==> src/common/secv_mem_settings.svh <==
// Memory subsystem widths, timer address map and RAM clear default
`ifndef SECV_MEM_SETTINGS_SVH
`define SECV_MEM_SETTINGS_SVH

// RAM geometry of 256 rows of 64 bits
`define SECV_ADDR_WIDTH 8
`define SECV_INST_WIDTH 32
`define SECV_DATA_WIDTH 64

// Port address widths are one bit wider than the row address
`define SECV_IADR_WIDTH (`SECV_ADDR_WIDTH + 1)
`define SECV_DADR_WIDTH (`SECV_ADDR_WIDTH + 1)

// Timer space register indices
`define SECV_MTIME_IDX 0
`define SECV_MTIMECMP_IDX 1

// RAM rows are cleared by reset unless overridden
`define SECV_CLEAR_RAM 1

`endif

==> src/common/secv_mem_pkg.sv <==
// Shared types and byte-lane helpers for the memory subsystem
`include "secv_mem_settings.svh"

package secv_mem_pkg;

    // Target of a data-port request
    typedef enum logic [1:0] {
        REGION_RAM,
        REGION_TIMER,
        REGION_NONE
    } region_e;

    // Machine timer register select
    typedef enum logic [0:0] {
        MTIMER_MTIME,
        MTIMER_MTIMECMP
    } mtimer_reg_e;

    // Replace the selected bytes of old_val with new_val
    function automatic logic [`SECV_DATA_WIDTH-1:0] byte_merge(
        input logic [`SECV_DATA_WIDTH-1:0]   old_val,
        input logic [`SECV_DATA_WIDTH-1:0]   new_val,
        input logic [`SECV_DATA_WIDTH/8-1:0] sel
    );
        logic [`SECV_DATA_WIDTH-1:0] res;
        res = old_val;
        for (int b = 0; b < `SECV_DATA_WIDTH/8; b++) begin
            if (sel[b]) begin
                res[b*8 +: 8] = new_val[b*8 +: 8];
            end
        end
        return res;
    endfunction

    // Zero the bytes that are not selected
    function automatic logic [`SECV_DATA_WIDTH-1:0] byte_mask(
        input logic [`SECV_DATA_WIDTH-1:0]   val,
        input logic [`SECV_DATA_WIDTH/8-1:0] sel
    );
        logic [`SECV_DATA_WIDTH-1:0] res;
        for (int b = 0; b < `SECV_DATA_WIDTH/8; b++) begin
            res[b*8 +: 8] = sel[b] ? val[b*8 +: 8] : 8'h00;
        end
        return res;
    endfunction

endpackage

==> src/common/wb_if.sv <==
// Wishbone classic link between the data-port decoder and one target
`timescale 1ns/1ns
`include "secv_mem_settings.svh"

interface wb_if;

    // Request side
    logic                            cyc;
    logic                            stb;
    logic                            we;
    logic [`SECV_DATA_WIDTH/8-1:0]   sel;
    logic [`SECV_ADDR_WIDTH-1:0]     adr;
    logic [`SECV_DATA_WIDTH-1:0]     dat_w;

    // Response side
    logic [`SECV_DATA_WIDTH-1:0]     dat_r;
    logic                            ack;

    modport master (
        output cyc,
        output stb,
        output we,
        output sel,
        output adr,
        output dat_w,
        input  dat_r,
        input  ack
    );

    modport slave (
        input  cyc,
        input  stb,
        input  we,
        input  sel,
        input  adr,
        input  dat_w,
        output dat_r,
        output ack
    );

    // Response observer for the merger
    modport monitor (
        input  dat_r,
        input  ack
    );

endinterface

==> src/logic/mtimer_regs.sv <==
// Machine timer with free-running mtime, mtimecmp and a registered interrupt
`timescale 1ns/1ns
`include "secv_mem_settings.svh"

module mtimer_regs (
    input  logic    clk_i,
    input  logic    RESET_MEM,

    wb_if.slave     bus,

    output logic    timer_irq_o
);
    import secv_mem_pkg::*;

    localparam int AW = `SECV_ADDR_WIDTH;
    localparam int DW = `SECV_DATA_WIDTH;
    localparam logic [AW-1:0] MTIMECMP_IDX = `SECV_MTIMECMP_IDX;

    logic [DW-1:0] mtime_q;
    logic [DW-1:0] mtimecmp_q;
    logic          req;
    logic          wr;
    mtimer_reg_e   reg_sel;

    assign req     = bus.cyc && bus.stb;
    assign wr      = req && bus.we;
    assign reg_sel = (bus.adr == MTIMECMP_IDX) ? MTIMER_MTIMECMP : MTIMER_MTIME;

    // A write replaces the counter increment for that edge
    always_ff @(posedge clk_i) begin
        if (RESET_MEM) begin
            mtime_q <= '0;
        end else if (wr && reg_sel == MTIMER_MTIME) begin
            mtime_q <= byte_merge(mtime_q, bus.dat_w, bus.sel);
        end else begin
            mtime_q <= mtime_q + 1'b1;
        end
    end

    // Compare value starts at all ones so no interrupt fires after reset
    always_ff @(posedge clk_i) begin
        if (RESET_MEM) begin
            mtimecmp_q <= '1;
        end else if (wr && reg_sel == MTIMER_MTIMECMP) begin
            mtimecmp_q <= byte_merge(mtimecmp_q, bus.dat_w, bus.sel);
        end
    end

    // Bus response and interrupt
    always_ff @(posedge clk_i) begin
        if (RESET_MEM) begin
            bus.ack     <= 1'b0;
            bus.dat_r   <= '0;
            timer_irq_o <= 1'b0;
        end else begin
            bus.ack     <= req;
            timer_irq_o <= (mtime_q >= mtimecmp_q);
            if (req && !bus.we) begin
                bus.dat_r <= byte_mask((reg_sel == MTIMER_MTIMECMP) ? mtimecmp_q : mtime_q,
                                       bus.sel);
            end else begin
                bus.dat_r <= '0;
            end
        end
    end

endmodule

==> src/flat_wrapper.sv <==
// flat-port wrapper written by rule: the top's interface ports become plain ports
module mtimer_regs_flat import secv_mem_pkg::*;
  (clk_i, RESET_MEM, timer_irq_o, bus_cyc, bus_stb, bus_we, bus_sel, bus_adr, bus_dat_w, bus_dat_r, bus_ack);
  wb_if bus_i ();
  input  logic clk_i;
  input  logic RESET_MEM;
  output logic timer_irq_o;
  input wire logic [$bits(bus_i.cyc)-1:0] bus_cyc;
  input wire logic [$bits(bus_i.stb)-1:0] bus_stb;
  input wire logic [$bits(bus_i.we)-1:0] bus_we;
  input wire logic [$bits(bus_i.sel)-1:0] bus_sel;
  input wire logic [$bits(bus_i.adr)-1:0] bus_adr;
  input wire logic [$bits(bus_i.dat_w)-1:0] bus_dat_w;
  output wire logic [$bits(bus_i.dat_r)-1:0] bus_dat_r;
  output wire logic [$bits(bus_i.ack)-1:0] bus_ack;
  assign bus_i.cyc = bus_cyc;
  assign bus_i.stb = bus_stb;
  assign bus_i.we = bus_we;
  assign bus_i.sel = bus_sel;
  assign bus_i.adr = bus_adr;
  assign bus_i.dat_w = bus_dat_w;
  assign bus_dat_r = bus_i.dat_r;
  assign bus_ack = bus_i.ack;
  mtimer_regs u_core (.clk_i(clk_i), .RESET_MEM(RESET_MEM), .bus(bus_i), .timer_irq_o(timer_irq_o));
endmodule
==> config.mk <==
export PLATFORM = sky130hd
export DESIGN_NAME = mtimer_regs_flat
export DESIGN_NICKNAME = d
export VERILOG_FILES = /design/src/common/secv_mem_pkg.sv /design/src/common/wb_if.sv /design/src/logic/mtimer_regs.sv /design/src/flat_wrapper.sv
export VERILOG_INCLUDE_DIRS = /design/src /design/src/common
export SDC_FILE = /design/constraint.sdc
export NUM_CORES = 1
export LEC_CHECK = 0
export BUFFER_PORTS_ARGS = -buffer_cell sky130_fd_sc_hd__buf_2
export CORE_AREA = 4 4 149 151
export CTS_CLUSTER_DIAMETER = 50
export CTS_CLUSTER_SIZE = 30
export DETAILED_ROUTE_END_ITERATION = 10
export DIE_AREA = 0 0 153 155
export PLACE_DENSITY = 0.7
export SYNTH_ARGS = -nofsm -noshare
export SYNTH_HDL_FRONTEND = slang
export SYNTH_SLANG_ARGS = --single-unit
==> constraint.sdc <==
create_clock -name clk_i -period 2.8 [get_ports clk_i]
set_input_delay 0.28 -clock clk_i [delete_from_list [all_inputs] [get_ports clk_i]]
set_output_delay 0.28 -clock clk_i [all_outputs]
set_load 0.02 [all_outputs]
# Word level (Yosys, flattened, before mapping)
# Index checks and enable logic that the tools add are counted.
# W data, S select, Z words.
[totals] regBits=194 in_bits=85 out_inout_bits=66 word_cells=80
[classes] n_addsub=1 order_cmp=1 n_eq_ne=9 muxes=11 bitwise=10 n_reduce_logical=22
[op_table] cell="$mux W64" count=2
[op_table] cell="$add A64 B1 Y64 const B" count=1
[op_table] cell="$ge A64 B64 Y1" count=1
[op_table] cell="$mux W8" count=8
[op_table] cell="$reduce_or A3 Y1" count=8
[op_table] cell="$ne A2 B2 Y1 const B" count=8
[op_table] cell="$reduce_and A2 Y1" count=8
[op_table] cell="$not A1 Y1" count=10
[op_table] cell="$eq A8 B1 Y1 const B" count=1
[op_table] cell="$logic_and A1 B1 Y1" count=5
[op_table] cell="$logic_not A1 Y1" count=1
[op_table] cell="$mux W1" count=1

# Logic depth before layout (Yosys ltp)
[logic_depth] word_depth=5 depth_mapped=8 mapped_depth_nobuf=8

# Worst setup path after synthesis
# No wires, ideal clock.
[synth_path] kind="reg2reg" start="reg u_core.mtime_q[19]" end="reg u_core.mtime_q[62]" setup_time_ns=0.103 arrival_time_ns=2.259 t_required_ns=2.697 slack_ns=0.438 path_stages_with_launch=9 n_path_buf=2 period_less_slack_ns=2.362 path_cell_list="dfxtp_1 -> buf_2 -> nand4_1 -> or4_4 -> buf_6 -> or3_4 -> and4bb_1 -> a211oi_1 -> a2111oi_2"
[synth_between] elab_chain_cells=2
[synth_lines] element="start: declaration" line="mtimer_regs.sv:19" rtl="logic [DW-1:0] mtime_q;"
[synth_lines] element="start signal: assignment" line="mtimer_regs.sv:34" rtl="mtime_q <= byte_merge(mtime_q, bus.dat_w, bus.sel);"
[synth_lines] element="start signal: assignment" line="mtimer_regs.sv:36" rtl="mtime_q <= mtime_q + 1'b1;"
[synth_lines] element="$add A64 B1 Y64" line="mtimer_regs.sv:36"
[synth_lines] element="$mux W64" line="mtimer_regs.sv:33" rtl="end else if (wr && reg_sel == MTIMER_MTIME) begin"
# Every way passes these cells.
# A chain may end at the register's enable or synchronous reset.

# Worst setup path in the final report
[layout_path] start="reg u_core.mtime_q[2]" end="reg u_core.mtime_q[53]"
# Same word-level chain as after synthesis.

==> out/qor.yml <==
nNetsFinal: 1597
cts_hold_buf: 0
holdWs_ns: 0.107
vias: 10300
peakVddDrop_mv: 0.362
swShare_pct: 23.9
min_from: "bus_dat_w[27]"
ys_ff_latch: 194
via_per_inst: 5.92
fp.dieH_um: 155
leakage_nw: 5.56
core-area_um2: 20800
crit_type: "flip-flop to flip-flop"
synthArstFlopShare_pct: 0
totalPowerFinal_mw: 5.76
pwr-share-clk_pct: 44.5
hpwlAfterDp_mm: 22.2
crit_arrival_ns: 2.81
avgRoutedWirePerCell_um: 17.8
syn_area_um2: 10200
post_cts_buffers: 0
h-tree-depth: 4
p_sw_mw: 1.37
instances_no_fill: 1735
io_pins: 151
drc_errors: 0
drive_gt1_share_pct: 18.5
slew_violations: 0
highest_layer: "met4"
min_path_type: "input pin to flip-flop"
grt_first_pass_wirelength_mm: 50.4
grt_max_degree: 86
clkSinkCount: 194
grt_pass1_vias: 9684
p_per_area_nw_per_um2: 473
power_frac_comb_pct: 6.5
min_period_over_period_pct: 87.6
synth_top_cell_area_share_pct: 37.9
final_core_util_pct: 58.4
grt_use_total_pct: 25.7
final_antenna_net_count: 0
setup_tns_ns: 0
tritoncts: "built"
cts_resized: 0
clkSlewWorstSetupHoldPaths_ns: 0.07
drt-initial-drc-count: 984
synth_area_leaders: "dfxtp_1 38%, nand2_1 8.1%, ha_1 7.9%"
die_x_um: 153
synth_edf_count: 0
synth_cell_type_count: 61
numCtsBuffers: 17
setup_violations: 0
drt-total-wl_mm: 30.9
critPathLaunchType: "flip-flop"
cp.required_ns: 3.16
synth_flop_cell: "dfxtp_1"
gp_congestion: 0.893
die_area_um2: 23700
fmax_ghz: 0.408
synth_cells: 1292
crit_path_start: "u_core.mtime_q[2]$_SDFFE_PP0P_"
initial_core_util_pct: 49.2
met3_wirelength_mm: 2.11
synth_area_per_cell_um2: 7.92
r2r_start: "u_core.mtime_q[2]$_SDFFE_PP0P_"
antenna_cells: 0
pre_cts_ws_ns: 0.232
yosysSeqAreaShare_pct: 37.9
status: "complete, no violations"
clock-root-buffer: "clkbuf_16"
relSlewSlack_pct: 50.8
synth_nets: 1442
grt_overflow: 0
worstMarginPinSlew_ns: 0.738
rsz0062_at_grt: "no"
intPower_mw: 4.38
dp.cells: 1703
port_buffers: 150
dr_wl_met2_mm: 14.3
drv_cap: 0
cp_max_fo: 8
synth_top_cell_by_area: "dfxtp_1"
ys_warn_count: 0
first_pass_iters: 6
placed_area_um2: 11600
final_area_um2: 12200
antenna_found_initial: 0
power_frac_seq_pct: 49.0
rows: 53
fin_skew_ns: 0.00847
hold_viol: 0
area_growth_pct: 18.8
cp-end-kind: "flip-flop"
drt-met1-wl_mm: 13.5
finalWorstSetupSlack_ns: 0.348
clockBufferDepth: 2
period_minus_slack_ns: 2.45
clk_latency_ns: 0.43
## routing by layer
| layer | track usage (%) | up-vias |
|---|---|---|
| met2 | 40.9 | 395 |
| met3 | 5.12 | 66 |
| met1 | 34.7 | 4827 |
| met5 | 0 | - |
| li1 | - | 4984 |
| met4 | 9.55 | 0 |
## worst max-delay path, stage by stage (launching register included)
cell	delay, ns
dfxtp_1	0.46
nand3_1	0.28
or3_1	0.57
nor2_2	0.19
nand4_1	0.18
or4_1	0.54
a31oi_1	0.17
## cells in the final DEF (no fill, tap or decap), types with 10 or more instances in the layout
| master | count |
|---|---|
| nand3_1 | 53 |
| a21oi_1 | 125 |
| nor3_1 | 24 |
| a31oi_1 | 32 |
| a221oi_1 | 10 |
| nand2_1 | 221 |
| a211oi_1 | 13 |
| inv_1 | 78 |
| a211o_1 | 64 |
| nor2_1 | 51 |
| nor4_1 | 16 |
| ha_1 | 65 |
| nand4_1 | 35 |
| dfxtp_1 | 194 |
| or3_1 | 16 |
| buf_2 | 149 |
| buf_4 | 55 |
| clkbuf_16 | 17 |
| o21ai_0 | 41 |
| and3_1 | 70 |
## path summary, 6_finish.rpt
kind,to,slack (ns),cells after the start
setup / recovery,u_core.mtime_q[53]$_SDFFE_PP0P_,0.35,6
hold / removal,u_core.mtime_q[27]$_SDFFE_PP0P_,0.11,3
setup reg to reg,u_core.mtime_q[53]$_SDFFE_PP0P_,0.35,6
hold reg to reg,u_core.bus.dat_r[48]$_SDFF_PP0_,0.47,2
## state kept, by name (all words and copies together), names as in the netlist
register and flops:
u_core.mtimecmp_q 64, u_core.bus.ack 1, u_core.timer_irq_o 1, u_core.mtime_q 64, u_core.bus.dat_r 64
## power by group through the flow
stage	clock network [mW]	logic [mW]	registers (mW)
5_1_grt	2.71	0.410	2.83
4_1_cts	2.60	0.368	2.82
2_1_floorplan	0	0.179	2.89
6_report	2.56	0.373	2.82
3_5_place_dp	0	0.366	2.89
3_3_place_gp	0	0.363	2.88
## synth_stat cells (32+ instances only)
| master | count |
|---|---|
| ha_1 | 65 |
| clkbuf_1 | 66 |
| nor2_1 | 52 |
| a211o_1 | 64 |
| nand4_1 | 35 |
| nand2_1 | 221 |
| a21oi_1 | 125 |
| dfxtp_1 | 194 |
| a31oi_1 | 32 |
| o21ai_0 | 41 |
| inv_1 | 78 |
| nand3_1 | 53 |
| and3_1 | 70 |
## cell families (layout without fill, tap and decap cells)
logic type      count (synthesis)  count (layout)  synth area share [%]
xor+xnor                        5               5                 0.428
flops                         194             194                  37.9
simple gates                  545             545                  26.6
mux                            11              11                  1.16
fa+ha+maj                      65              65                  7.94
buf+inv                       150             318                  5.61
compound gates                322             322                  20.3
## layout make-up
type,count,area [µm²]
inverters,78,293
fillers,1954,8660
clock inverters,13,158
repair buffers,208,1240
well taps,275,344
flip-flops and latches,194,3880
multi-input cells,948,5790
clock buffers,19,453
No activity file was read; power rests on OpenSTA's default activity.
