### src/common/secv_mem_settings.svh
// Memory subsystem widths, timer address map and RAM clear default
`ifndef SECV_MEM_SETTINGS_SVH
`define SECV_MEM_SETTINGS_SVH

// RAM geometry of 256 rows of 64 bits
`define SECV_ADDR_WIDTH 8
`define SECV_INST_WIDTH 32
`define SECV_DATA_WIDTH 64

// Port address widths are one bit wider than the row address
`define SECV_IADR_WIDTH (`SECV_ADDR_WIDTH + 1)
`define SECV_DADR_WIDTH (`SECV_ADDR_WIDTH + 1)

// Timer space register indices
`define SECV_MTIME_IDX 0
`define SECV_MTIMECMP_IDX 1

// RAM rows are cleared by reset unless overridden
`define SECV_CLEAR_RAM 1

`endif

### src/common/secv_mem_pkg.sv
// Shared types and byte-lane helpers for the memory subsystem
`include "secv_mem_settings.svh"

package secv_mem_pkg;

    // Target of a data-port request
    typedef enum logic [1:0] {
        REGION_RAM,
        REGION_TIMER,
        REGION_NONE
    } region_e;

    // Machine timer register select
    typedef enum logic [0:0] {
        MTIMER_MTIME,
        MTIMER_MTIMECMP
    } mtimer_reg_e;

    // Replace the selected bytes of old_val with new_val
    function automatic logic [`SECV_DATA_WIDTH-1:0] byte_merge(
        input logic [`SECV_DATA_WIDTH-1:0]   old_val,
        input logic [`SECV_DATA_WIDTH-1:0]   new_val,
        input logic [`SECV_DATA_WIDTH/8-1:0] sel
    );
        logic [`SECV_DATA_WIDTH-1:0] res;
        res = old_val;
        for (int b = 0; b < `SECV_DATA_WIDTH/8; b++) begin
            if (sel[b]) begin
                res[b*8 +: 8] = new_val[b*8 +: 8];
            end
        end
        return res;
    endfunction

    // Zero the bytes that are not selected
    function automatic logic [`SECV_DATA_WIDTH-1:0] byte_mask(
        input logic [`SECV_DATA_WIDTH-1:0]   val,
        input logic [`SECV_DATA_WIDTH/8-1:0] sel
    );
        logic [`SECV_DATA_WIDTH-1:0] res;
        for (int b = 0; b < `SECV_DATA_WIDTH/8; b++) begin
            res[b*8 +: 8] = sel[b] ? val[b*8 +: 8] : 8'h00;
        end
        return res;
    endfunction

endpackage

### src/common/wb_if.sv
// Wishbone classic link between the data-port decoder and one target
`timescale 1ns/1ns
`include "secv_mem_settings.svh"

interface wb_if;

    // Request side
    logic                            cyc;
    logic                            stb;
    logic                            we;
    logic [`SECV_DATA_WIDTH/8-1:0]   sel;
    logic [`SECV_ADDR_WIDTH-1:0]     adr;
    logic [`SECV_DATA_WIDTH-1:0]     dat_w;

    // Response side
    logic [`SECV_DATA_WIDTH-1:0]     dat_r;
    logic                            ack;

    modport master (
        output cyc,
        output stb,
        output we,
        output sel,
        output adr,
        output dat_w,
        input  dat_r,
        input  ack
    );

    modport slave (
        input  cyc,
        input  stb,
        input  we,
        input  sel,
        input  adr,
        input  dat_w,
        output dat_r,
        output ack
    );

    // Response observer for the merger
    modport monitor (
        input  dat_r,
        input  ack
    );

endinterface

### src/logic/wb_addr_decoder.sv
// Data-port address decoder that steers each request to RAM or timer and tags its region
`timescale 1ns/1ns
`include "secv_mem_settings.svh"

module wb_addr_decoder (
    input  logic                            clk_i,
    input  logic                            RESET_MEM,

    // Data port request from the top
    input  logic                            cyc_i,
    input  logic                            stb_i,
    input  logic                            we_i,
    input  logic [`SECV_DATA_WIDTH/8-1:0]   sel_i,
    input  logic [`SECV_DADR_WIDTH-1:0]     adr_i,
    input  logic [`SECV_DATA_WIDTH-1:0]     dat_i,

    // Target links
    wb_if.master                            ram_o,
    wb_if.master                            tmr_o,

    output secv_mem_pkg::region_e           region_q_o
);
    import secv_mem_pkg::*;

    localparam int AW = `SECV_ADDR_WIDTH;
    localparam logic [AW-1:0] MTIME_IDX    = `SECV_MTIME_IDX;
    localparam logic [AW-1:0] MTIMECMP_IDX = `SECV_MTIMECMP_IDX;

    logic          req;
    logic [AW-1:0] idx;
    region_e       region_d;

    assign req = cyc_i && stb_i;
    assign idx = adr_i[AW-1:0];

    // Top address bit picks RAM or timer space
    always_comb begin
        if (!adr_i[`SECV_DADR_WIDTH-1]) begin
            region_d = REGION_RAM;
        end else if (idx == MTIME_IDX || idx == MTIMECMP_IDX) begin
            region_d = REGION_TIMER;
        end else begin
            region_d = REGION_NONE;
        end
    end

    // RAM link with stb only when the RAM is the target
    assign ram_o.cyc   = cyc_i;
    assign ram_o.stb   = stb_i && (region_d == REGION_RAM);
    assign ram_o.we    = we_i;
    assign ram_o.sel   = sel_i;
    assign ram_o.adr   = idx;
    assign ram_o.dat_w = dat_i;

    // Timer link
    assign tmr_o.cyc   = cyc_i;
    assign tmr_o.stb   = stb_i && (region_d == REGION_TIMER);
    assign tmr_o.we    = we_i;
    assign tmr_o.sel   = sel_i;
    assign tmr_o.adr   = idx;
    assign tmr_o.dat_w = dat_i;

    // Region of the request now in flight
    always_ff @(posedge clk_i) begin
        if (RESET_MEM) begin
            region_q_o <= REGION_NONE;
        end else if (req) begin
            region_q_o <= region_d;
        end
    end

endmodule

### src/flat_wrapper.sv
// flat-port wrapper written by rule: the top's interface ports become plain ports
module wb_addr_decoder_flat import secv_mem_pkg::*;
  (clk_i, RESET_MEM, cyc_i, stb_i, we_i, sel_i, adr_i, dat_i, region_q_o, ram_o_cyc, ram_o_stb, ram_o_we, ram_o_sel, ram_o_adr, ram_o_dat_w, ram_o_dat_r, ram_o_ack, tmr_o_cyc, tmr_o_stb, tmr_o_we, tmr_o_sel, tmr_o_adr, tmr_o_dat_w, tmr_o_dat_r, tmr_o_ack);
  wb_if ram_o_i ();
  wb_if tmr_o_i ();
  input  logic clk_i;
  input  logic RESET_MEM;
  input  logic cyc_i;
  input  logic stb_i;
  input  logic we_i;
  input  logic [`SECV_DATA_WIDTH/8-1:0] sel_i;
  input  logic [`SECV_DADR_WIDTH-1:0] adr_i;
  input  logic [`SECV_DATA_WIDTH-1:0] dat_i;
  output secv_mem_pkg::region_e region_q_o;
  output wire logic [$bits(ram_o_i.cyc)-1:0] ram_o_cyc;
  output wire logic [$bits(ram_o_i.stb)-1:0] ram_o_stb;
  output wire logic [$bits(ram_o_i.we)-1:0] ram_o_we;
  output wire logic [$bits(ram_o_i.sel)-1:0] ram_o_sel;
  output wire logic [$bits(ram_o_i.adr)-1:0] ram_o_adr;
  output wire logic [$bits(ram_o_i.dat_w)-1:0] ram_o_dat_w;
  input wire logic [$bits(ram_o_i.dat_r)-1:0] ram_o_dat_r;
  input wire logic [$bits(ram_o_i.ack)-1:0] ram_o_ack;
  output wire logic [$bits(tmr_o_i.cyc)-1:0] tmr_o_cyc;
  output wire logic [$bits(tmr_o_i.stb)-1:0] tmr_o_stb;
  output wire logic [$bits(tmr_o_i.we)-1:0] tmr_o_we;
  output wire logic [$bits(tmr_o_i.sel)-1:0] tmr_o_sel;
  output wire logic [$bits(tmr_o_i.adr)-1:0] tmr_o_adr;
  output wire logic [$bits(tmr_o_i.dat_w)-1:0] tmr_o_dat_w;
  input wire logic [$bits(tmr_o_i.dat_r)-1:0] tmr_o_dat_r;
  input wire logic [$bits(tmr_o_i.ack)-1:0] tmr_o_ack;
  assign ram_o_cyc = ram_o_i.cyc;
  assign ram_o_stb = ram_o_i.stb;
  assign ram_o_we = ram_o_i.we;
  assign ram_o_sel = ram_o_i.sel;
  assign ram_o_adr = ram_o_i.adr;
  assign ram_o_dat_w = ram_o_i.dat_w;
  assign ram_o_i.dat_r = ram_o_dat_r;
  assign ram_o_i.ack = ram_o_ack;
  assign tmr_o_cyc = tmr_o_i.cyc;
  assign tmr_o_stb = tmr_o_i.stb;
  assign tmr_o_we = tmr_o_i.we;
  assign tmr_o_sel = tmr_o_i.sel;
  assign tmr_o_adr = tmr_o_i.adr;
  assign tmr_o_dat_w = tmr_o_i.dat_w;
  assign tmr_o_i.dat_r = tmr_o_dat_r;
  assign tmr_o_i.ack = tmr_o_ack;
  wb_addr_decoder u_core (.clk_i(clk_i), .RESET_MEM(RESET_MEM), .cyc_i(cyc_i), .stb_i(stb_i), .we_i(we_i), .sel_i(sel_i), .adr_i(adr_i), .dat_i(dat_i), .ram_o(ram_o_i), .tmr_o(tmr_o_i), .region_q_o(region_q_o));
endmodule
### config.mk
export PLATFORM = sky130hd
export DESIGN_NAME = wb_addr_decoder_flat
export DESIGN_NICKNAME = d
export VERILOG_FILES = /design/src/common/secv_mem_pkg.sv /design/src/common/wb_if.sv /design/src/logic/wb_addr_decoder.sv /design/src/flat_wrapper.sv
export VERILOG_INCLUDE_DIRS = /design/src /design/src/common
export SDC_FILE = /design/constraint.sdc
export NUM_CORES = 1
export LEC_CHECK = 0
export ABC_AREA = 1
export BUFFER_PORTS_ARGS = -buffer_cell sky130_fd_sc_hd__buf_2
export CAP_MARGIN = 25
export CELL_PAD_IN_SITES_DETAIL_PLACEMENT = 2
export CELL_PAD_IN_SITES_GLOBAL_PLACEMENT = 2
export CORE_AREA = 2 2 148 150
export DETAILED_ROUTE_END_ITERATION = 7
export DIE_AREA = 0 0 150 152
export PLACE_DENSITY_LB_ADDON = 0.08
export SYNTH_ARGS = -nofsm -noshare
export SYNTH_HDL_FRONTEND = slang
export SYNTH_SLANG_ARGS = --single-unit
### constraint.sdc
create_clock -name clk_i -period 1.45 [get_ports clk_i]
set_input_delay 0.0725 -clock clk_i [delete_from_list [all_inputs] [get_ports clk_i]]
set_output_delay 0.0725 -clock clk_i [all_outputs]
set_load 0.005 [all_outputs]
=== Word-level counts from Yosys, hierarchy flattened ===
Cells that the tools add are included.

* Output and inout bits: 168
* Register bits after elaboration: 2
* Logic and storage cells: 11

* Equality and inequality tests: 2
* Reduce and logical (&&, ||, !) cells: 6
* Mux-type cells: 2

{| class="wikitable"
|+ Operator list
! operator !! number
|-
| == test 8 x 1 -> 1 bit, second input constant || 1
|-
| zero test 8 bit || 1
|-
| two-way mux 2 bit || 2
|-
| logical AND 1 bit || 3
|-
| == test 2 x 1 -> 1 bit, second input constant || 1
|-
| zero test 2 bit || 1
|-
| logical OR 1 bit || 1
|}

=== Longest topological paths before layout ===
Gate-level depths: netlist (run 1).

* Depth in word-level cells: 6
* Gate-level depth with buffers: 6

=== Least setup slack after synthesis (run 1) ===
Ideal clock, no wire load.

* Kind: register to register
* Start point: register, netlist name u_core.region_q_o[0]
* End point: register u_core.region_q_o[0]
* Cell stages (with the launch flop): 3
* Setup time: 118 ps
* Required time: 1332 ps
* Arrival time: 486 ps
* Setup slack: 845 ps
* Cell sequence: dfxtp_1 -> o21bai_1 -> a21oi_2

{| class="wikitable"
|+ RTL lines
! what !! line !! RTL
|-
| end signal, assigned || wb_addr_decoder.sv:68 || <nowiki>region_q_o <= region_d;</nowiki>
|-
| end, declared || wb_addr_decoder.sv:21 || <nowiki>output secv_mem_pkg::region_e region_q_o</nowiki>
|}

=== Worst setup path in the final report (run 1) ===
* Start point: input adr_i[3]
* End point: output tmr_o_stb

* Longest elaborated chain between the ends: 6

{| class="wikitable"
|+ Ends and longest elaborated chain
! what !! line !! RTL
|-
| start, declared || flat_wrapper.sv:12 || <nowiki>input logic [`SECV_DADR_WIDTH-1:0] adr_i;</nowiki>
|-
| == test 8 x 1 -> 1 bit / zero test 8 bit (equally long branches) || wb_addr_decoder.sv:40 || <nowiki>end else if (idx == MTIME_IDX || idx == MTIMECMP_IDX) begin</nowiki>
|-
| logical OR 1 bit (*) || wb_addr_decoder.sv:40 ||
|-
| two-way mux 2 bit (*) || wb_addr_decoder.sv:40 ||
|-
| two-way mux 2 bit (*) || wb_addr_decoder.sv:38 || <nowiki>if (!adr_i[`SECV_DADR_WIDTH-1]) begin</nowiki>
|-
| == test 2 x 1 -> 1 bit (*) || wb_addr_decoder.sv:57 || <nowiki>assign tmr_o.stb = stb_i && (region_d == REGION_TIMER);</nowiki>
|-
| logical AND 1 bit (*) || wb_addr_decoder.sv:57 ||
|-
| end, declared || flat_wrapper.sv:24 || <nowiki>output wire logic [$bits(tmr_o_i.stb)-1:0] tmr_o_stb;</nowiki>
|}

Every way passes the cells marked *; elsewhere a longest branch is shown, timed or not.

==> run summary, run 1 <==
Highest fanout seen on the critical path - 3
Number of remaining DRC errors - 0
Hold_sp - RESET_MEM
Hold/Removal Path Class - input port to flop
Share of cells above drive strength 1 - 66.1%
Worst Reg-to-Reg Cells - 2
Via count - 367
Ys Warns - 0
Hold Crit Depth - 3
Status - complete, no violations
First-pass GRT wire length - 3600 um
Crit Reg-Reg Startpoint - u_core.region_q_o[1]$_SDFFE_PP1P_
Total die area - 22800 um^2
Max FFs per register - 2
Critical Path Start Type - input port
LEAKAGE - 0.248 nW
Worst slew margin - 87.5%
Post-synth EDFFs - 0
Initial antenna violation count - 0
Floorplan core area - 21400 um^2
Worst slew pin tran - 0.188 ns
GRT busiest layer - met3
Slew Limit Fails - 0
Util after Layout - 3.42%
Req. time, crit path - 1.38 ns
Max VDD drop - 0.246 mV
Worst skew pair latency - 0.22 ns
Shortest period the worst path allows - 0.886 ns
CTS sink count - 2
Nets@finish - 277
Avg Inst Size Synth - 7.30 um^2
Final WL - 2920 um
DIE HEIGHT - 152 um
Grt met3 use - 4.20%
Met2 usage - 3.31%
Sequential cell area fraction in the yosys report - 2.90%
Mapped Cells - 189
Rows - 54
Top Registers - u_core.region_q_o (2)
Die W - 150 um
DRT iter0 DRCs - 4
Largest net degree at the start of global routing - 4
Total GRT Usage - 2.36%
Wire length per cell - 8.60 um
I/O pin total - 384
Post-synth top cells - buf_4, inv_1, nand2_1
CTS clk-pin slew, worst paths - 0.03 ns
Reg2reg end - u_core.region_q_o[1]$_SDFFE_PP1P_
P&R area growth vs syn - -47.1%
Clock Tree Root - clkbuf_16
Leading area contributor after synthesis - buf_4
Post-synth top area share - 89.2%
Dominant cells by area after synthesis - buf_4, dfxtp_1, inv_1, nand2_1, nor2_2
Clock skew - 0 ns
Syn Std Cell Area - 1380 um^2
Maximum clock frequency - 1130 MHz
Largest register by flop count - u_core.region_q_o
CP Class - input port to output pin
Most frequent cell after synthesis - buf_4
Routed Antenna Nets - 0
Initial DRT Pass Iterations - 2
Final hold vios - 0
Vias per cell - 1.08
H-tree levels - 1
Starting Density - 6.46%
Number of antenna repair diodes - 0
Max-cap violations - 0
HPWL Detailed - 2710 um
CTS resizes - 0
Global-route track usage on met1 - 0.779%
Period utilization - 61.1%
Top FF cell, synth - dfxtp_1
Critical Path AT - 0.81 ns
Async S/R FF share, synth - 0%
Inserted Clock Buffers - 3
CTS Buffer Depth - 2
Synthesis-stage register bit count - 2
Total congestion overflow - 0
Cts hold-fix bufs - 0
Mapped Nets - 405
RSZ-0062 raised after global routing - false
CTS tree - yes
Final TNS setup - 0 ns
Yosys cell types - 12
Worst setup path end - tmr_o_stb
Pwr/cell area - 751 nW/um^2
Flop-to-flop setup slack - 0.81 ns
Input/output buffers - 31
Postcts setup bufs - 0
Vias in the first global route - 438
GP Congestion - 0.600
Worst setup EP type - output pin
Setup-failing EPs final - 0
Critical path startpoint - adr_i[3]
[power breakdown]
| group | switching [W] | internal [W] |
|---|---|---|
| Combinational | 0.0000379 | 0.0000354 |
| Clock | 0.0000624 | 0.000351 |
| Sequential | 0.00000219 | 0.0000590 |
[metrics by stage]
step / hold slack (ns) / instances / setup slack [ns] / cell area, um^2 / total power [W]
after floorplan: 0.168 / 189 / 0.845 / 1380 / 0.000444
after global placement: 0.145 / 336 / 0.515 / 654 / 0.000140
after detailed placement: 0.145 / 336 / 0.505 / 654 / 0.000139
after CTS: 0.0807 / 339 / 0.498 / 729 / 0.000558
after global routing: 0.111 / 339 / 0.415 / 729 / 0.000573
final: 0.0726 / 339 / 0.564 / 729 / 0.000548
[metal layers]
metal / wire length, um / part of all wire, %
met1: 328 / 11
met3: 1250 / 43
met4: 97 / 3.3
met5: 47 / 1.6
met2: 1190 / 41
[worst min-delay path by stage]
stage                                   endpoint
2_1_floorplan  u_core.region_q_o[1]$_SDFFE_PP1P_
3_3_place_gp                     ram_o_dat_w[34]
3_5_place_dp                     ram_o_dat_w[34]
4_1_cts        u_core.region_q_o[1]$_SDFFE_PP1P_
5_1_grt        u_core.region_q_o[1]$_SDFFE_PP1P_
6_report       u_core.region_q_o[1]$_SDFFE_PP1P_
[final cells by class]
class | count | area, um^2
inverter | 8 | 30.0
timing repair buffer | 31 | 155
sequential | 2 | 40.0
clock buffer | 3 | 75.1
tap | 280 | 350
multi-input combinational | 15 | 78.8
fill | 2596 | 20600
[logic make-up (layout without fill, tap and decap cells)]
| family | after synthesis | after routing | share of synthesized area (%) |
|---|---|---|---|
| flip-flops | 2 | 2 | 2.90 |
| buffers and inverters | 172 | 42 | 91.4 |
| AO/OA/AOI/OAI | 3 | 3 | 1.54 |
| AND/OR/NAND/NOR | 12 | 12 | 4.17 |
[critical path: stages]
cell and delay (ns):
buf_2 0.11, inv_1 0.05, nand2_1 0.06, nor2_2 0.16, nand3_2 0.13, nor2_1 0.11, buf_2 0.12
[cells in the final DEF, fill, tap and decap left out, drive strengths merged]
cell type / n
o21bai: 1
nand3: 2
a21oi: 2
clkbuf: 3
nor2: 4
buf: 31
dfxtp: 2
nand2: 6
inv: 8
(Power assumes the default switching activity.)
==> inputs of run 2 (changes only) <==
clock period = 0.8 ns   (was 1.45 ns; I/O delays follow)
==> run summary, run 2 (synthesized netlist as in run 1, its figures left out) <==
Initial DRT Pass Iterations - 2 (unchanged)
Internal - 0.000832 W (+87%)
CP Class - input port to output pin
Critical Path Start Type - input port
Vias per cell - 1.09 (+0.74%)
Most frequent cells in the layout - buf_2, inv_2, buf_4
Req. time, crit path - 0.76 ns (-0.62 ns)
CTS clk-pin slew, worst paths - 0.03 ns (about the same)
Seq pwr share - 10.7% (-0.5 points)
Critical Path AT - 0.69 ns (-0.12 ns)
Final TNS setup - 0 ns (unchanged)
Register Area - 40.0 um^2 (unchanged)
Largest register by flop count - u_core.region_q_o
CTS tree - yes
Period utilization - 91.0%
DIE HEIGHT - 152 um (unchanged)
Starting Density - 6.46% (unchanged)
Clk pwr share - 72.2% (-3.2 points)
Number of remaining DRC errors - 0 (unchanged)
Pwr/cell area - 1280 nW/um^2 (+71%)
Share of cells above drive strength 1 - 83.9% (+18 points)
Slew Limit Fails - 0 (unchanged)
First-pass GRT wire length - 3730 um (+3.6%)
DRT iter0 DRCs - 5 (+1)
Shortest period the worst path allows - 0.728 ns
Reported net switching power - 0.000211 W (+110%)
Vias in the first global route - 457 (+4.3%)
I/O pin total - 384 (unchanged)
GP Congestion - 0.605 (+0.83%)
P&R area growth vs syn - -41.1%
H-tree levels - 1 (unchanged)
Via count - 373 (+1.6%)
Inserted Clock Buffers - 3 (unchanged)
RSZ-0062 raised after global routing - true
Hold_ws - 0.0604 ns (-0.0122 ns)
Max-cap violations - 0 (unchanged)
Placed insts - 338 (+0.60%)
Worst slew margin - 90.2% (+2.8 points)
Highest fanout seen on the critical path - 2 (-1)
Floorplan core area - 21400 um^2 (unchanged)
Clock Tree Root - clkbuf_16
Area of the multi-input gates - 114 um^2 (+44%)
Maximum clock frequency - 1370 MHz
Status - complete, no violations
Layout Cells excl Fill - 342 (+0.88%)
Initial antenna violation count - 0 (unchanged)
Top Registers - u_core.region_q_o (2)
Total GRT Usage - 2.42% (+0.056 points)
CTS sink count - 2 (unchanged)
Final hold vios - 0 (unchanged)
Rows - 54 (unchanged)
Total die area - 22800 um^2 (unchanged)
Number of antenna repair diodes - 0 (unchanged)
Total chip power - 0.00104 W (+91%)
CTS Buffer Depth - 2 (unchanged)
Routed Antenna Nets - 0 (unchanged)
Fillers - 2593 (-0.12%)
Nets@finish - 280 (+1.1%)
Final WL - 3000 um (+2.8%)
Commonest non-fill, non-tap cell in the layout - buf_2
Largest net degree at the start of global routing - 4 (unchanged)
Worst setup EP type - output pin
Clock skew - 0 ns (unchanged)
Max VDD drop - 0.511 mV (+110%)
Sw frac - 20.3% (+1.5 points)
Wire length per cell - 8.77 um (+1.9%)
Worst skew pair latency - 0.22 ns (about the same)
Total congestion overflow - 0 (unchanged)
Max FFs per register - 2 (unchanged)
Input/output buffers - 31 (unchanged)
Hold/Removal Path Class - input port to flop
Setup-failing EPs final - 0 (unchanged)
Die W - 150 um (unchanged)
LEAKAGE - 0.278 nW (+12%)
Cts hold-fix bufs - 0 (unchanged)
Worst slew pin tran - 0.146 ns (-0.0418 ns)
Combinational share of power - 17.1% (+3.7 points)
==> run 2: changes by cell type in the layout (fill, tap and decap cells not counted), moves of 2 or more <==
cell / delta
nand2_4: +3
nor2_4: +2
buf_2: -3
inv_1: -6
inv_2: +3
buf_4: +4
nand2_1: -3
inv_4: +3
==> run 2: cell type report <==
type	count	area share, %
sequential	2	4.92
multi-input combinational	15	14.0
timing repair buffer	34	24.2
tap	280	43.1
inverter	8	4.62
clock buffer	3	9.23
==> run 2: stage by stage <==
| step | setup WS (ns) | cell area [um^2] | utilization [%] |
|---|---|---|---|
| 2_1_floorplan | 0.195 | 1380 | - |
| 3_3_place_gp | -0.0685 | 669 | 3.14 |
| 3_5_place_dp | -0.0904 | 669 | 3.14 |
| 4_1_cts | -0.0160 | 787 | 3.69 |
| 5_1_grt | -0.00301 | 813 | 3.81 |
| 6_report | 0.0716 | 813 | 3.81 |
==> run 2: power groups by stage <==
stage / logic [W] / registers (W) / clock network [W]
after floorplan: 0.000694 / 0.000112 / 0
after global placement: 0.000149 / 0.000113 / 0
after detailed placement: 0.000148 / 0.000113 / 0
after CTS: 0.000170 / 0.000111 / 0.000770
after global routing: 0.000200 / 0.000112 / 0.000774
final: 0.000178 / 0.000111 / 0.000754
==> run 2: path summary, 6_finish.rpt <==
path | startpoint | end | slack (ns) | cells after the start
setup / recovery | adr_i[5] | tmr_o_stb | 0.07 | 7
hold / removal | RESET_MEM | u_core.region_q_o[1]$_SDFFE_PP1P_ | 0.06 | 3
hold reg to reg | u_core.region_q_o[1]$_SDFFE_PP1P_ | u_core.region_q_o[1]$_SDFFE_PP1P_ | 0.51 | 2
setup reg to reg | u_core.region_q_o[1]$_SDFFE_PP1P_ | u_core.region_q_o[1]$_SDFFE_PP1P_ | 0.15 | 2
==> run 2: timing repair <==
action | CTS | global route
setup buffers | 1 | 0
resized for setup | 12 | 10
hold endpoints to repair | 0 | 0
pin swaps | 5 | 6
gates cloned | 0 | 0
endpoints found under the setup margin | 1 | 1
==> run 2: layer usage <==
metal  up-vias  GRT usage, %  share of wire (%)
li1        146             -                  -
met1       143         0.761                 12
met2        66          3.50                 42
met3        16          4.23                 42
met4         2          1.75                3.1
met5         -          1.52                1.6
==> run 2: critical path, cell delays in order <==
cell and delay (ns):
buf_4 0.12, inv_4 0.05, nand2_4 0.06, nor2_4 0.11, nand3_2 0.10, nor2_2 0.10
buf_2 0.12
