<file path="config.mk">
export PLATFORM = sky130hd
export DESIGN_NAME = wb_resp_mux_flat
export DESIGN_NICKNAME = d
export VERILOG_FILES = /design/src/common/secv_mem_pkg.sv /design/src/common/wb_if.sv /design/src/logic/wb_resp_mux.sv /design/src/flat_wrapper.sv
export VERILOG_INCLUDE_DIRS = /design/src /design/src/common
export SDC_FILE = /design/constraint.sdc
export NUM_CORES = 1
export LEC_CHECK = 0
export ABC_AREA = 1
export BUFFER_PORTS_ARGS = -buffer_cell sky130_fd_sc_hd__buf_2
export CORE_AREA = 2 2 78 80
export CTS_BUF_LIST = sky130_fd_sc_hd__clkbuf_16
export DETAILED_ROUTE_END_ITERATION = 8
export DIE_AREA = 0 0 80 82
export GPL_TIMING_DRIVEN = 0
export PLACE_DENSITY = 0.57
export SYNTH_ARGS = -nofsm -noshare
export SYNTH_HDL_FRONTEND = slang
export SYNTH_SLANG_ARGS = --single-unit
</file>
<file path="constraint.sdc">
create_clock -name clk_i -period 1.15 [get_ports clk_i]
set_input_delay 0.2875 -clock clk_i [delete_from_list [all_inputs] [get_ports clk_i]]
set_output_delay 0.2875 -clock clk_i [all_outputs]
set_load 0.02 [all_outputs]
</file>
<file path="src/common/secv_mem_settings.svh">
// Memory subsystem widths, timer address map and RAM clear default
`ifndef SECV_MEM_SETTINGS_SVH
`define SECV_MEM_SETTINGS_SVH

// RAM geometry of 256 rows of 64 bits
`define SECV_ADDR_WIDTH 8
`define SECV_INST_WIDTH 32
`define SECV_DATA_WIDTH 64

// Port address widths are one bit wider than the row address
`define SECV_IADR_WIDTH (`SECV_ADDR_WIDTH + 1)
`define SECV_DADR_WIDTH (`SECV_ADDR_WIDTH + 1)

// Timer space register indices
`define SECV_MTIME_IDX 0
`define SECV_MTIMECMP_IDX 1

// RAM rows are cleared by reset unless overridden
`define SECV_CLEAR_RAM 1

`endif

</file>
<file path="src/common/secv_mem_pkg.sv">
// Shared types and byte-lane helpers for the memory subsystem
`include "secv_mem_settings.svh"

package secv_mem_pkg;

    // Target of a data-port request
    typedef enum logic [1:0] {
        REGION_RAM,
        REGION_TIMER,
        REGION_NONE
    } region_e;

    // Machine timer register select
    typedef enum logic [0:0] {
        MTIMER_MTIME,
        MTIMER_MTIMECMP
    } mtimer_reg_e;

    // Replace the selected bytes of old_val with new_val
    function automatic logic [`SECV_DATA_WIDTH-1:0] byte_merge(
        input logic [`SECV_DATA_WIDTH-1:0]   old_val,
        input logic [`SECV_DATA_WIDTH-1:0]   new_val,
        input logic [`SECV_DATA_WIDTH/8-1:0] sel
    );
        logic [`SECV_DATA_WIDTH-1:0] res;
        res = old_val;
        for (int b = 0; b < `SECV_DATA_WIDTH/8; b++) begin
            if (sel[b]) begin
                res[b*8 +: 8] = new_val[b*8 +: 8];
            end
        end
        return res;
    endfunction

    // Zero the bytes that are not selected
    function automatic logic [`SECV_DATA_WIDTH-1:0] byte_mask(
        input logic [`SECV_DATA_WIDTH-1:0]   val,
        input logic [`SECV_DATA_WIDTH/8-1:0] sel
    );
        logic [`SECV_DATA_WIDTH-1:0] res;
        for (int b = 0; b < `SECV_DATA_WIDTH/8; b++) begin
            res[b*8 +: 8] = sel[b] ? val[b*8 +: 8] : 8'h00;
        end
        return res;
    endfunction

endpackage

</file>
<file path="src/common/wb_if.sv">
// Wishbone classic link between the data-port decoder and one target
`timescale 1ns/1ns
`include "secv_mem_settings.svh"

interface wb_if;

    // Request side
    logic                            cyc;
    logic                            stb;
    logic                            we;
    logic [`SECV_DATA_WIDTH/8-1:0]   sel;
    logic [`SECV_ADDR_WIDTH-1:0]     adr;
    logic [`SECV_DATA_WIDTH-1:0]     dat_w;

    // Response side
    logic [`SECV_DATA_WIDTH-1:0]     dat_r;
    logic                            ack;

    modport master (
        output cyc,
        output stb,
        output we,
        output sel,
        output adr,
        output dat_w,
        input  dat_r,
        input  ack
    );

    modport slave (
        input  cyc,
        input  stb,
        input  we,
        input  sel,
        input  adr,
        input  dat_w,
        output dat_r,
        output ack
    );

    // Response observer for the merger
    modport monitor (
        input  dat_r,
        input  ack
    );

endinterface

</file>
<file path="src/logic/wb_resp_mux.sv">
// Data-port response merger that picks ack and read data by region or raises err
`timescale 1ns/1ns
`include "secv_mem_settings.svh"

module wb_resp_mux (
    input  logic                            clk_i,
    input  logic                            RESET_MEM,

    // Raw data-port strobes that flag sampled requests
    input  logic                            cyc_i,
    input  logic                            stb_i,

    input  secv_mem_pkg::region_e           region_q_i,
    wb_if.monitor                           ram_i,
    wb_if.monitor                           tmr_i,

    output logic [`SECV_DATA_WIDTH-1:0]     dat_o,
    output logic                            ack_o,
    output logic                            err_o
);
    import secv_mem_pkg::*;

    logic valid_q;

    // A request was sampled on the previous edge
    always_ff @(posedge clk_i) begin
        if (RESET_MEM) begin
            valid_q <= 1'b0;
        end else begin
            valid_q <= cyc_i && stb_i;
        end
    end

    always_comb begin
        dat_o = '0;
        ack_o = 1'b0;
        err_o = 1'b0;
        case (region_q_i)
            REGION_RAM: begin
                dat_o = ram_i.dat_r;
                ack_o = ram_i.ack;
            end
            REGION_TIMER: begin
                dat_o = tmr_i.dat_r;
                ack_o = tmr_i.ack;
            end
            default: begin
                // Unmapped region answers with err and zero data
                err_o = valid_q;
            end
        endcase
    end

endmodule

</file>
<file path="src/flat_wrapper.sv">
// flat-port wrapper written by rule: the top's interface ports become plain ports
module wb_resp_mux_flat import secv_mem_pkg::*;
  (clk_i, RESET_MEM, cyc_i, stb_i, region_q_i, dat_o, ack_o, err_o, ram_i_dat_r, ram_i_ack, tmr_i_dat_r, tmr_i_ack);
  wb_if ram_i_i ();
  wb_if tmr_i_i ();
  input  logic clk_i;
  input  logic RESET_MEM;
  input  logic cyc_i;
  input  logic stb_i;
  input  secv_mem_pkg::region_e region_q_i;
  output logic [`SECV_DATA_WIDTH-1:0] dat_o;
  output logic ack_o;
  output logic err_o;
  input wire logic [$bits(ram_i_i.dat_r)-1:0] ram_i_dat_r;
  input wire logic [$bits(ram_i_i.ack)-1:0] ram_i_ack;
  input wire logic [$bits(tmr_i_i.dat_r)-1:0] tmr_i_dat_r;
  input wire logic [$bits(tmr_i_i.ack)-1:0] tmr_i_ack;
  assign ram_i_i.dat_r = ram_i_dat_r;
  assign ram_i_i.ack = ram_i_ack;
  assign tmr_i_i.dat_r = tmr_i_dat_r;
  assign tmr_i_i.ack = tmr_i_ack;
  wb_resp_mux u_core (.clk_i(clk_i), .RESET_MEM(RESET_MEM), .cyc_i(cyc_i), .stb_i(stb_i), .region_q_i(region_q_i), .ram_i(ram_i_i), .tmr_i(tmr_i_i), .dat_o(dat_o), .ack_o(ack_o), .err_o(err_o));
endmodule
</file>
== Yosys cells after proc, flatten, opt, wreduce, memory -nomap -nowiden ==
Cells that the tools add are included.
Operators by class
  muxes and demuxes: 3
  reductions and logical operators: 3
  equal/unequal tests: 1
Operators with widths (number)
  64-bit case mux with 2 select lines: 1
  2-bit by 1-bit equality test with 1-bit output (second input constant): 1
  2-bit logical NOT: 1
  1-bit case mux with 2 select lines: 1
  2-bit OR reduction: 1
  1-bit logical AND: 1
  1-bit two-way mux: 1
Storage, ports and cells
  word-level logic and storage cells: 8
  input bits: 136
  output and inout bits: 66
  register bits after elaboration: 1

== Longest topological paths before layout ==
Gate-level depths: netlist of the first run.
  depth after elaboration: 3
  gate-level depth with buffers: 5

== Worst setup path before layout of the first run ==
OpenSTA, ideal clock, no wires.
  path kind: input to output
  from: input region_q_i[1]
  to: output dat_o[10]
  slack: -0.051 ns
  stages on the path: 5
  path buffers: 2
  arrival: 0.914 ns
  path through: inv_1 > buf_2 > buf_2 > nand3_1 > nand2_1
Between the ends
  longest elaborated chain between the ends: 2
RTL lines
  from (decl): RTL line flat_wrapper.sv:10  | input secv_mem_pkg::region_e region_q_i;
  2-bit by 1-bit equality test with 1-bit output / 2-bit logical NOT (equally long branches): RTL line wb_resp_mux.sv:38  | case (region_q_i)
  64-bit case mux with 2 select lines *: RTL line wb_resp_mux.sv:38
  to (decl): RTL line flat_wrapper.sv:11  | output logic [`SECV_DATA_WIDTH-1:0] dat_o;
Mark *: on every way between the ends. The rest lies on a longest branch, timed or not.

== Worst setup path in the final report of the first run ==
  from: input region_q_i[0]
  to: output dat_o[45]
Same word-level chain as after synthesis.

==> results.py, run 1 <==
metrics = {
    "power_and_ir_drop": {
        "seqPwrFrac_pct": 3.1,
        "clockPowerShare_pct": 0,
        "netSwitchingFraction_pct": 48.9,
        "p_per_area_nw_per_um2": 441,
        "vdd_drop_max_mv": 0.206,
        "p_int_uw": 618,
        "p_sw_uw": 590,
        "pwr-share-comb_pct": 96.9,
        "p_leak_nw": 1.66,
    },
    "die": {
        "dieArea_um2": 6560,
        "floorplan.core_area_um2": 5750,
        "die_width_um": 80,
        "die_y_um": 82,
        "num_rows": 28,
        "start_util_pct": 16.9,
        "io_pins": 202,
    },
    "place": {
        "routabilityCongestion": 0.767,
        "port_buffers": 201,
        "dp_cells": 499,
        "placed_area_um2": 2210,
        "dp_hpwl_mm": 4.42,
    },
    "layout": {
        "num-nets-final": 571,
        "largestRegisters": "u_core.valid_q x1",
        "largest_reg_flops": 1,
        "diodes": 0,
        "layout-drive-gt1-share_pct": 68.6,
        "top_register": "u_core.valid_q",
        "stdcell_area_um2": 2740,
        "area_growth_pct": 181,
        "final-instance-count-excl-fill": 508,
    },
    "setup_path": {
        "start_kind": "input pin",
        "criticalPathCategory": "in2out",
        "path_cells": "buf_8 > nor2_4 > buf_6 > buf_6 > nand2_1 > nand2_2 > buf_6",
        "slowest_delay_ns": 0.16,
        "critPathBufInv": 4,
        "worstPathArrival_ns": 1.08,
        "critPathMaxFanout": 10,
        "required_ns": 0.86,
        "cpMostUsedCell": "buf_6",
        "crit_path_end_kind": "primary output",
        "cpMaxStageDelayCell": "buf_6",
        "critPathLaunch": "region_q_i[0]",
        "critical_path.top_delay_family": "buffers and inverters",
    },
    "sta": {
        "max_slew_margin_pct": 87.6,
        "period_share_pct": 119,
        "drv_slew": 0,
        "tightest_slew_ns": 0.186,
        "timing.hold.ws_ns": 0.455,
        "setup_tns_ns": -12.18,
        "setup_violations": 65,
        "rsz0062_at_grt": "true",
        "hold_violations": 0,
        "post-route-worst-setup-slack_ns": -0.215,
        "fin_crit_ns": 1.36,
        "fmax_mhz": 733,
    },
    "synthesis": {
        "netlist_instances": 223,
        "yosysSeqAreaShare_pct": 2.06,
        "synth.most_common_cell": "nand2_1",
        "yosysTopAreaCell": "nand2_1",
        "ys_top_cells_by_count": "132 x nand2_1, 65 x nand3_1, 13 x buf_2, 6 x buf_4",
        "avgSynthCellArea_um2": 4.37,
        "async_flop_share_pct": 0,
        "synthTopCellsByArea": "nand2_1 51%, nand3_1 33%, buf_2 6.7%, buf_4 4.6%, dfxtp_1 2.1%",
        "yosysTopAreaCellShare_pct": 50.9,
        "yosys.cell_types.count": 8,
        "syn_nets": 359,
        "ys_seq_elements": 1,
        "syn_area_um2": 973,
        "synth_edf_count": 0,
        "ys.warnings.count": 0,
        "synth_ff_type": "dfxtp_1",
    },
    "detailed_routing": {
        "viasPerCell": 4.33,
        "vias": 2199,
        "dr.pass1.iters": 6,
        "routedWlPerCell_um": 11.7,
        "routed_wl_mm": 5.97,
        "drcViolationCount": 0,
        "drt_iter0_drc": 34,
        "ant_nets": 0,
    },
    "clock_tree": {
        "hold_buffers": 0,
        "clk_pin_slew_ns": 0,
    },
    "run_status": {
        "violations": "setup timing",
        "status": "complete, but fails checks",
    },
    "grt": {
        "overflow": 0,
        "grt_pass1_vias": 1967,
        "grt_pass1_wl_mm": 8.64,
        "grt_max_degree": 11,
        "grt_antenna_before_repair": 0,
        "track_usage_pct": 15.9,
    },
    "job": {
        "maxCapViolCount": 0,
    },
    "worst_hold_path": {
        "hp-class": "in2reg",
        "holdCritStartpoint": "RESET_MEM",
    },
}
[power groups by stage]
stage / combinational (mW) / clock (mW) / sequential (mW)
after CTS: 1.17 / 0 / 0.0371
after global routing: 1.26 / 0 / 0.0371
after floorplan: 0.506 / 0 / 0.0371
after global placement: 0.920 / 0 / 0.0371
final: 1.17 / 0 / 0.0371
after detailed placement: 0.927 / 0 / 0.0371
[what timing repair did]
| action | 4_1_cts | 5_1_grt |
|---|---|---|
| gates cloned | 5 | 0 |
| gates resized for setup | 130 | 7 |
| buffers inserted | 4 | 0 |
| setup endpoints to repair | 65 | 65 |
| pin swaps | 5 | 2 |
[through the flow]
step | worst slack (ns) | power, mW | utilization, %
3_3_place_gp | -0.389 | 0.957 | 38.5
6_report | -0.215 | 1.21 | 47.6
2_1_floorplan | -0.00170 | 0.543 | -
3_5_place_dp | -0.399 | 0.964 | 38.5
4_1_cts | -0.228 | 1.20 | 47.1
5_1_grt | -0.287 | 1.30 | 47.6
[cells by family after synthesis]
| kind of cell | share of synthesized area (%) |
|---|---|
| AND/OR/NAND/NOR | 85.1 |
| buffers and inverters | 12.9 |
| flip-flops | 2.06 |
[worst paths after layout]
path                  cells after the start                         to
worst min-delay path                      2  u_core.valid_q$_SDFF_PP0_
worst max-delay path                      7                  dat_o[45]
[routing by layer]
layer	track usage [%]	routed length (µm)	up-vias	share of wire [%]
met3	1.87	445	6	7.5
met1	18.5	2200	956	37
met4	1.69	70	0	1.2
met5	0	0	-	0
li1	-	-	1134	-
met2	31.8	3240	103	54
[cell usage in the layout (no fill, tap or decap), drive strengths merged]
| cell | netlist | routed |
|---|---|---|
| nand2 | 132 | 132 |
| inv | 2 | 2 |
| clkbuf | 2 | 3 |
| dfxtp | 1 | 1 |
| nand3 | 65 | 65 |
| buf | 19 | 228 |
| nor2 | 2 | 2 |
[layout make-up]
cell class,count,area (µm²)
sequential,1,20.0
inverter,2,10.0
buffer,21,214
multi-input combinational,199,1020
fill,632,3010
timing repair buffer,210,1370
tap,75,93.8
Power figures use the tool's default switching activity.
==> run 2: changes to the inputs <==
--- a/config.mk
+++ b/config.mk
@@ -8,12 +8,12 @@
 export LEC_CHECK = 0
 export ABC_AREA = 1
 export BUFFER_PORTS_ARGS = -buffer_cell sky130_fd_sc_hd__buf_2
-export CORE_AREA = 2 2 78 80
+export CORE_AREA = 4 4 76 78
 export CTS_BUF_LIST = sky130_fd_sc_hd__clkbuf_16
 export DETAILED_ROUTE_END_ITERATION = 8
 export DIE_AREA = 0 0 80 82
 export GPL_TIMING_DRIVEN = 0
-export PLACE_DENSITY = 0.57
+export PLACE_DENSITY = 0.63
 export SYNTH_ARGS = -nofsm -noshare
 export SYNTH_HDL_FRONTEND = slang
 export SYNTH_SLANG_ARGS = --single-unit
==> run 2 against run 1 <==
- the run still ends with setup timing left
- largest cell class unchanged
- total power increased by 5.2%
- global-route usage increased by 0.81 points
- core utilization increased by 8.5 points
- cell count decreased by 0.98%
- die area unchanged
- sequential power about the same
- critical endpoint is now dat_o[58]
- setup slack got worse by 0.0073 ns
- sequential share of layout area about the same
==> results.py, run 2 (synthesized netlist as in run 1, its figures left out) <==
metrics = {
    "power_and_ir_drop": {
        "fin_total_pwr_mw": 1.27,
        "vdd_drop_max_mv": 0.252,
        "seqPwrFrac_pct": 2.9,
        "netSwitchingFraction_pct": 47.9,
        "p_per_area_nw_per_um2": 446,
        "p_sw_uw": 608,
        "pwr-share-comb_pct": 97.1,
        "p_leak_nw": 1.70,
        "p_int_uw": 662,
        "clockPowerShare_pct": 0,
    },
    "die": {
        "dieArea_um2": 6560,
        "die_y_um": 82,
        "die_width_um": 80,
        "start_util_pct": 19.2,
        "num_rows": 26,
        "floorplan.core_area_um2": 5070,
        "io_pins": 202,
    },
    "setup_path": {
        "critPathBufInv": 4,
        "critPathMaxFanout": 10,
        "critical_path.top_delay_family": "buffers and inverters",
        "crit_path_end_kind": "primary output",
        "slowest_delay_ns": 0.16,
        "criticalPathCategory": "in2out",
        "path_cells": "buf_8 > nor2_4 > buf_8 > buf_6 > nand2_1 > nand2_2 > buf_6",
        "start_kind": "input pin",
        "required_ns": 0.86,
        "worstPathArrival_ns": 1.08,
        "cpMaxStageDelayCell": "buf_8",
    },
    "sta": {
        "max_slew_margin_pct": 86.8,
        "rsz0062_at_grt": "true",
        "setup_violations": 65,
        "fmax_mhz": 729,
        "period_share_pct": 119,
        "drv_slew": 0,
        "tightest_slew_ns": 0.197,
        "hold_violations": 0,
        "fin_crit_ns": 1.37,
        "post-route-worst-setup-slack_ns": -0.222,
    },
    "run_status": {
        "status": "complete, but fails checks",
        "violations": "setup timing",
    },
    "layout": {
        "stdcell_area_um2": 2850,
        "largest_reg_flops": 1,
        "num-nets-final": 571,
        "layout-drive-gt1-share_pct": 71.1,
        "final-instance-count-excl-fill": 503,
        "fillers": 491,
        "top_register": "u_core.valid_q",
        "largestRegisters": "u_core.valid_q x1",
        "most-common-layout-cells": "146 x buf_2, 72 x nand2_2, 65 x nand3_1",
        "final_common_cell": "buf_2",
        "area_growth_pct": 193,
        "diodes": 0,
    },
    "detailed_routing": {
        "dr.pass1.iters": 4,
        "viasPerCell": 4.43,
        "vias": 2229,
        "routed_wl_mm": 6.43,
        "drt_iter0_drc": 28,
        "drcViolationCount": 0,
        "ant_nets": 0,
        "routedWlPerCell_um": 12.8,
    },
    "clock_tree": {
        "clk_pin_slew_ns": 0,
        "hold_buffers": 0,
    },
    "job": {
        "maxCapViolCount": 0,
    },
    "place": {
        "routabilityCongestion": 0.703,
        "port_buffers": 201,
        "dp_hpwl_mm": 4.66,
        "dp_cells": 494,
        "placed_area_um2": 2200,
    },
    "grt": {
        "grt_pass1_wl_mm": 9.20,
        "track_usage_pct": 16.7,
        "grt_max_degree": 11,
        "grt_pass1_vias": 2087,
        "overflow": 0,
        "grt_antenna_before_repair": 0,
    },
    "worst_hold_path": {
        "hp-class": "in2reg",
    },
}
## run 2: changes by cell type in the layout (fill, tap and decap cells not counted), moves of 2 or more
cell       before  now
buf_8           2    7
clkbuf_16       0    2
buf_6          49   61
nand2_1        77   57
buf_2         154  146
nand3_1        56   65
nand2_2        54   72
nand2_4         1    3
nand3_2         9    0
buf_4          20   12
## run 2: metrics by stage
step                worst slack (ns)  hold WS (ns)  util (%)  TNS [ns]
floorplan                   -0.00170         0.359         -   -0.0850
global placement              -0.365         0.447      43.4    -20.88
detailed placement            -0.384         0.449      43.4    -22.20
CTS                           -0.232         0.450      52.6    -13.00
global route                  -0.265         0.473      56.1    -14.67
finish                        -0.222         0.448      56.1    -11.23
## run 2: cell type report
cell class                      count  area [µm²]  area share, %
Buffer                             21         233           8.17
Inverter                            2        7.51          0.264
Multi-Input combinational cell    199        1040           36.5
Sequential cell                     1        20.0          0.703
Tap cell                           70        87.6           3.07
Timing Repair Buffer              210        1460           51.3
## run 2: worst paths after layout
check | cells past startpoint | slack [ns] | start | endpoint
worst max-delay path | 7 | -0.22 | region_q_i[1] | dat_o[58]
worst min-delay path | 2 | 0.45 | RESET_MEM | u_core.valid_q$_SDFF_PP0_
## run 2: power by group through the flow
stage	clock network, mW	registers (mW)	logic (mW)
floorplan	0	0.0371	0.506
CTS	0	0.0372	1.16
global route	0	0.0373	1.33
global placement	0	0.0371	0.918
detailed placement	0	0.0372	0.926
finish	0	0.0372	1.23
## run 2: what timing repair did
action                     CTS  global route
setup buffers                1             1
pin swaps                    2             0
gates cloned                 5             2
setup endpoints to repair   65            65
resized for setup          146            37
## run 2: routing by layer
metal / GRT usage (%) / routed length, µm / vias to the layer above / share of wire (%)
met3: 3.51 / 692 / 0 / 11
met5: 0 / 0 / - / 0
met1: 19.2 / 2350 / 977 / 37
met2: 33.1 / 3380 / 118 / 53
met4: 0.676 / 0 / 0 / 0
li1: - / - / 1134 / -
==> run 3: changes to the inputs <==
--- a/config.mk
+++ b/config.mk
@@ -7,7 +7,7 @@
 export NUM_CORES = 1
 export LEC_CHECK = 0
 export ABC_AREA = 1
-export BUFFER_PORTS_ARGS = -buffer_cell sky130_fd_sc_hd__buf_2
+export BUFFER_PORTS_ARGS = -buffer_cell sky130_fd_sc_hd__buf_4
 export CORE_AREA = 4 4 76 78
 export CTS_BUF_LIST = sky130_fd_sc_hd__clkbuf_16
 export DETAILED_ROUTE_END_ITERATION = 8
==> run 3 against run 2 <==
- the run still ends with setup timing left
- sequential share of layout area down 0.053 points
- first-iteration DRC count up 21%
- total power up 6.8%
- critical path depth unchanged
- cell area up 8.2%
- fmax up 2.5%
- die area unchanged
- sequential power about the same
- routed wire length up 3.1%
- via count down 1.4%
- largest power group unchanged
==> results.py, run 3 (synthesized netlist as in run 1, its figures left out) <==
metrics = {
    "setup_path": {
        "slowest_delay_ns": 0.16,
        "worstPathArrival_ns": 1.05,
        "criticalPathCategory": "in2out",
        "path_cells": "buf_8 > nor2_4 > buf_6 > buf_4 > nand2_1 > nand2_2 > buf_4",
        "crit_path_end_kind": "primary output",
        "critPathMaxFanout": 6,
        "cpMostUsedCell": "buf_4",
        "cpMaxStageDelayCell": "buf_6",
        "start_kind": "input pin",
        "required_ns": 0.86,
    },
    "sta": {
        "setup_violations": 65,
        "fin_crit_ns": 1.34,
        "period_share_pct": 116,
        "drv_slew": 0,
        "fmax_mhz": 747,
        "hold_violations": 0,
        "setup_tns_ns": -10.54,
        "max_slew_margin_pct": 87.4,
        "tightest_slew_ns": 0.188,
        "post-route-worst-setup-slack_ns": -0.189,
        "rsz0062_at_grt": "true",
    },
    "die": {
        "die_y_um": 82,
        "dieArea_um2": 6560,
        "num_rows": 26,
        "io_pins": 202,
        "start_util_pct": 19.2,
        "floorplan.core_area_um2": 5070,
        "die_width_um": 80,
    },
    "worst_hold_path": {
        "holdCritStartpoint": "RESET_MEM",
        "hold_depth": 2,
        "min_to": "u_core.valid_q$_SDFF_PP0_",
        "hp-class": "in2reg",
    },
    "detailed_routing": {
        "dr.pass1.iters": 3,
        "viasPerCell": 4.39,
        "routed_wl_mm": 6.62,
        "ant_nets": 0,
        "routedWlPerCell_um": 13.2,
        "drcViolationCount": 0,
        "drt_iter0_drc": 34,
        "vias": 2198,
    },
    "power_and_ir_drop": {
        "p_int_uw": 769,
        "pwr-share-comb_pct": 97.3,
        "netSwitchingFraction_pct": 43.3,
        "p_sw_uw": 588,
        "p_leak_nw": 1.76,
        "vdd_drop_max_mv": 0.253,
        "p_per_area_nw_per_um2": 440,
        "clockPowerShare_pct": 0,
        "seqPwrFrac_pct": 2.7,
    },
    "grt": {
        "grt_pass1_wl_mm": 9.87,
        "grt_max_degree": 11,
        "overflow": 0,
        "grt_pass1_vias": 2177,
        "grt_antenna_before_repair": 0,
        "track_usage_pct": 18.1,
    },
    "layout": {
        "final_common_cell": "buf_4",
        "fillers": 529,
        "stdcell_area_um2": 3080,
        "area_growth_pct": 217,
        "multi_input_area_um2": 986,
        "largest_reg_flops": 1,
        "layout-drive-gt1-share_pct": 67.1,
        "largestRegisters": "u_core.valid_q x1",
        "ff_latch_area_um2": 20.0,
        "final_core_util_pct": 60.7,
        "num-nets-final": 569,
        "top_register": "u_core.valid_q",
        "most-common-layout-cells": "159 x buf_4, 74 x nand2_1, 65 x nand3_1",
        "diodes": 0,
    },
    "place": {
        "port_buffers": 201,
        "dp_hpwl_mm": 5.33,
        "routabilityCongestion": 0.818,
        "placed_area_um2": 2710,
    },
    "clock_tree": {
        "clk_pin_slew_ns": 0,
        "hold_buffers": 0,
    },
    "job": {
        "maxCapViolCount": 0,
    },
    "run_status": {
        "status": "complete, but fails checks",
        "violations": "setup timing",
    },
}
-- run 3: worst max-delay path by stage --
stage	from	end	slack [ns]	depth (start not counted)
5_1_grt	region_q_i[0]	dat_o[45]	-0.25	7
6_report	region_q_i[0]	dat_o[43]	-0.19	7
3_5_place_dp	region_q_i[1]	dat_o[47]	-0.33	7
3_3_place_gp	region_q_i[1]	dat_o[47]	-0.32	7
4_1_cts	region_q_i[0]	dat_o[25]	-0.20	7
2_1_floorplan	region_q_i[0]	dat_o[10]	-0.002	5
-- run 3: final cells by class --
cell class                      instances  share of cell area (%)
Timing Repair Buffer                  208                    57.2
Multi-Input combinational cell        199                    32.0
Buffer                                 21                    6.94
Tap cell                               70                    2.84
Sequential cell                         1                   0.650
Inverter                                2                   0.325
-- run 3: per-layer routing --
metal	global-route usage, %	up-vias	share of wire (%)	wire length (µm)
met4	1.18	0	0.82	54
met3	5.26	6	13	864
li1	-	1128	-	-
met5	0	-	0	0
met1	19.9	940	35	2300
met2	35.5	124	51	3410
-- run 3: worst max-delay path, delay by kind of cell --
family,cells,cell delay [ns]
buffers and inverters,4,0.54
and+or+nand+nor,3,0.22
-- run 3: power by group through the flow --
stage	combinational, mW	sequential (mW)	clock, mW
finish	1.32	0.0371	0
global route	1.42	0.0374	0
CTS	1.28	0.0371	0
detailed placement	1.16	0.0371	0
global placement	1.14	0.0371	0
floorplan	0.506	0.0371	0
-- run 3: metrics by stage --
step | hold WS [ns] | setup slack, ns | instances | power [mW]
after floorplan | 0.359 | -0.00170 | 223 | 0.543
after global placement | 0.446 | -0.324 | 494 | 1.18
after detailed placement | 0.447 | -0.334 | 494 | 1.19
after CTS | 0.447 | -0.200 | 501 | 1.32
after global routing | 0.475 | -0.246 | 501 | 1.46
final | 0.445 | -0.189 | 501 | 1.36
-- run 3: timing repair --
item / in CTS / in global routing
gates resized for setup: 71 / 27
setup buffers: 3 / 0
pin swaps: 1 / 1
cloned: 4 / 0
endpoints found under the setup margin: 65 / 65
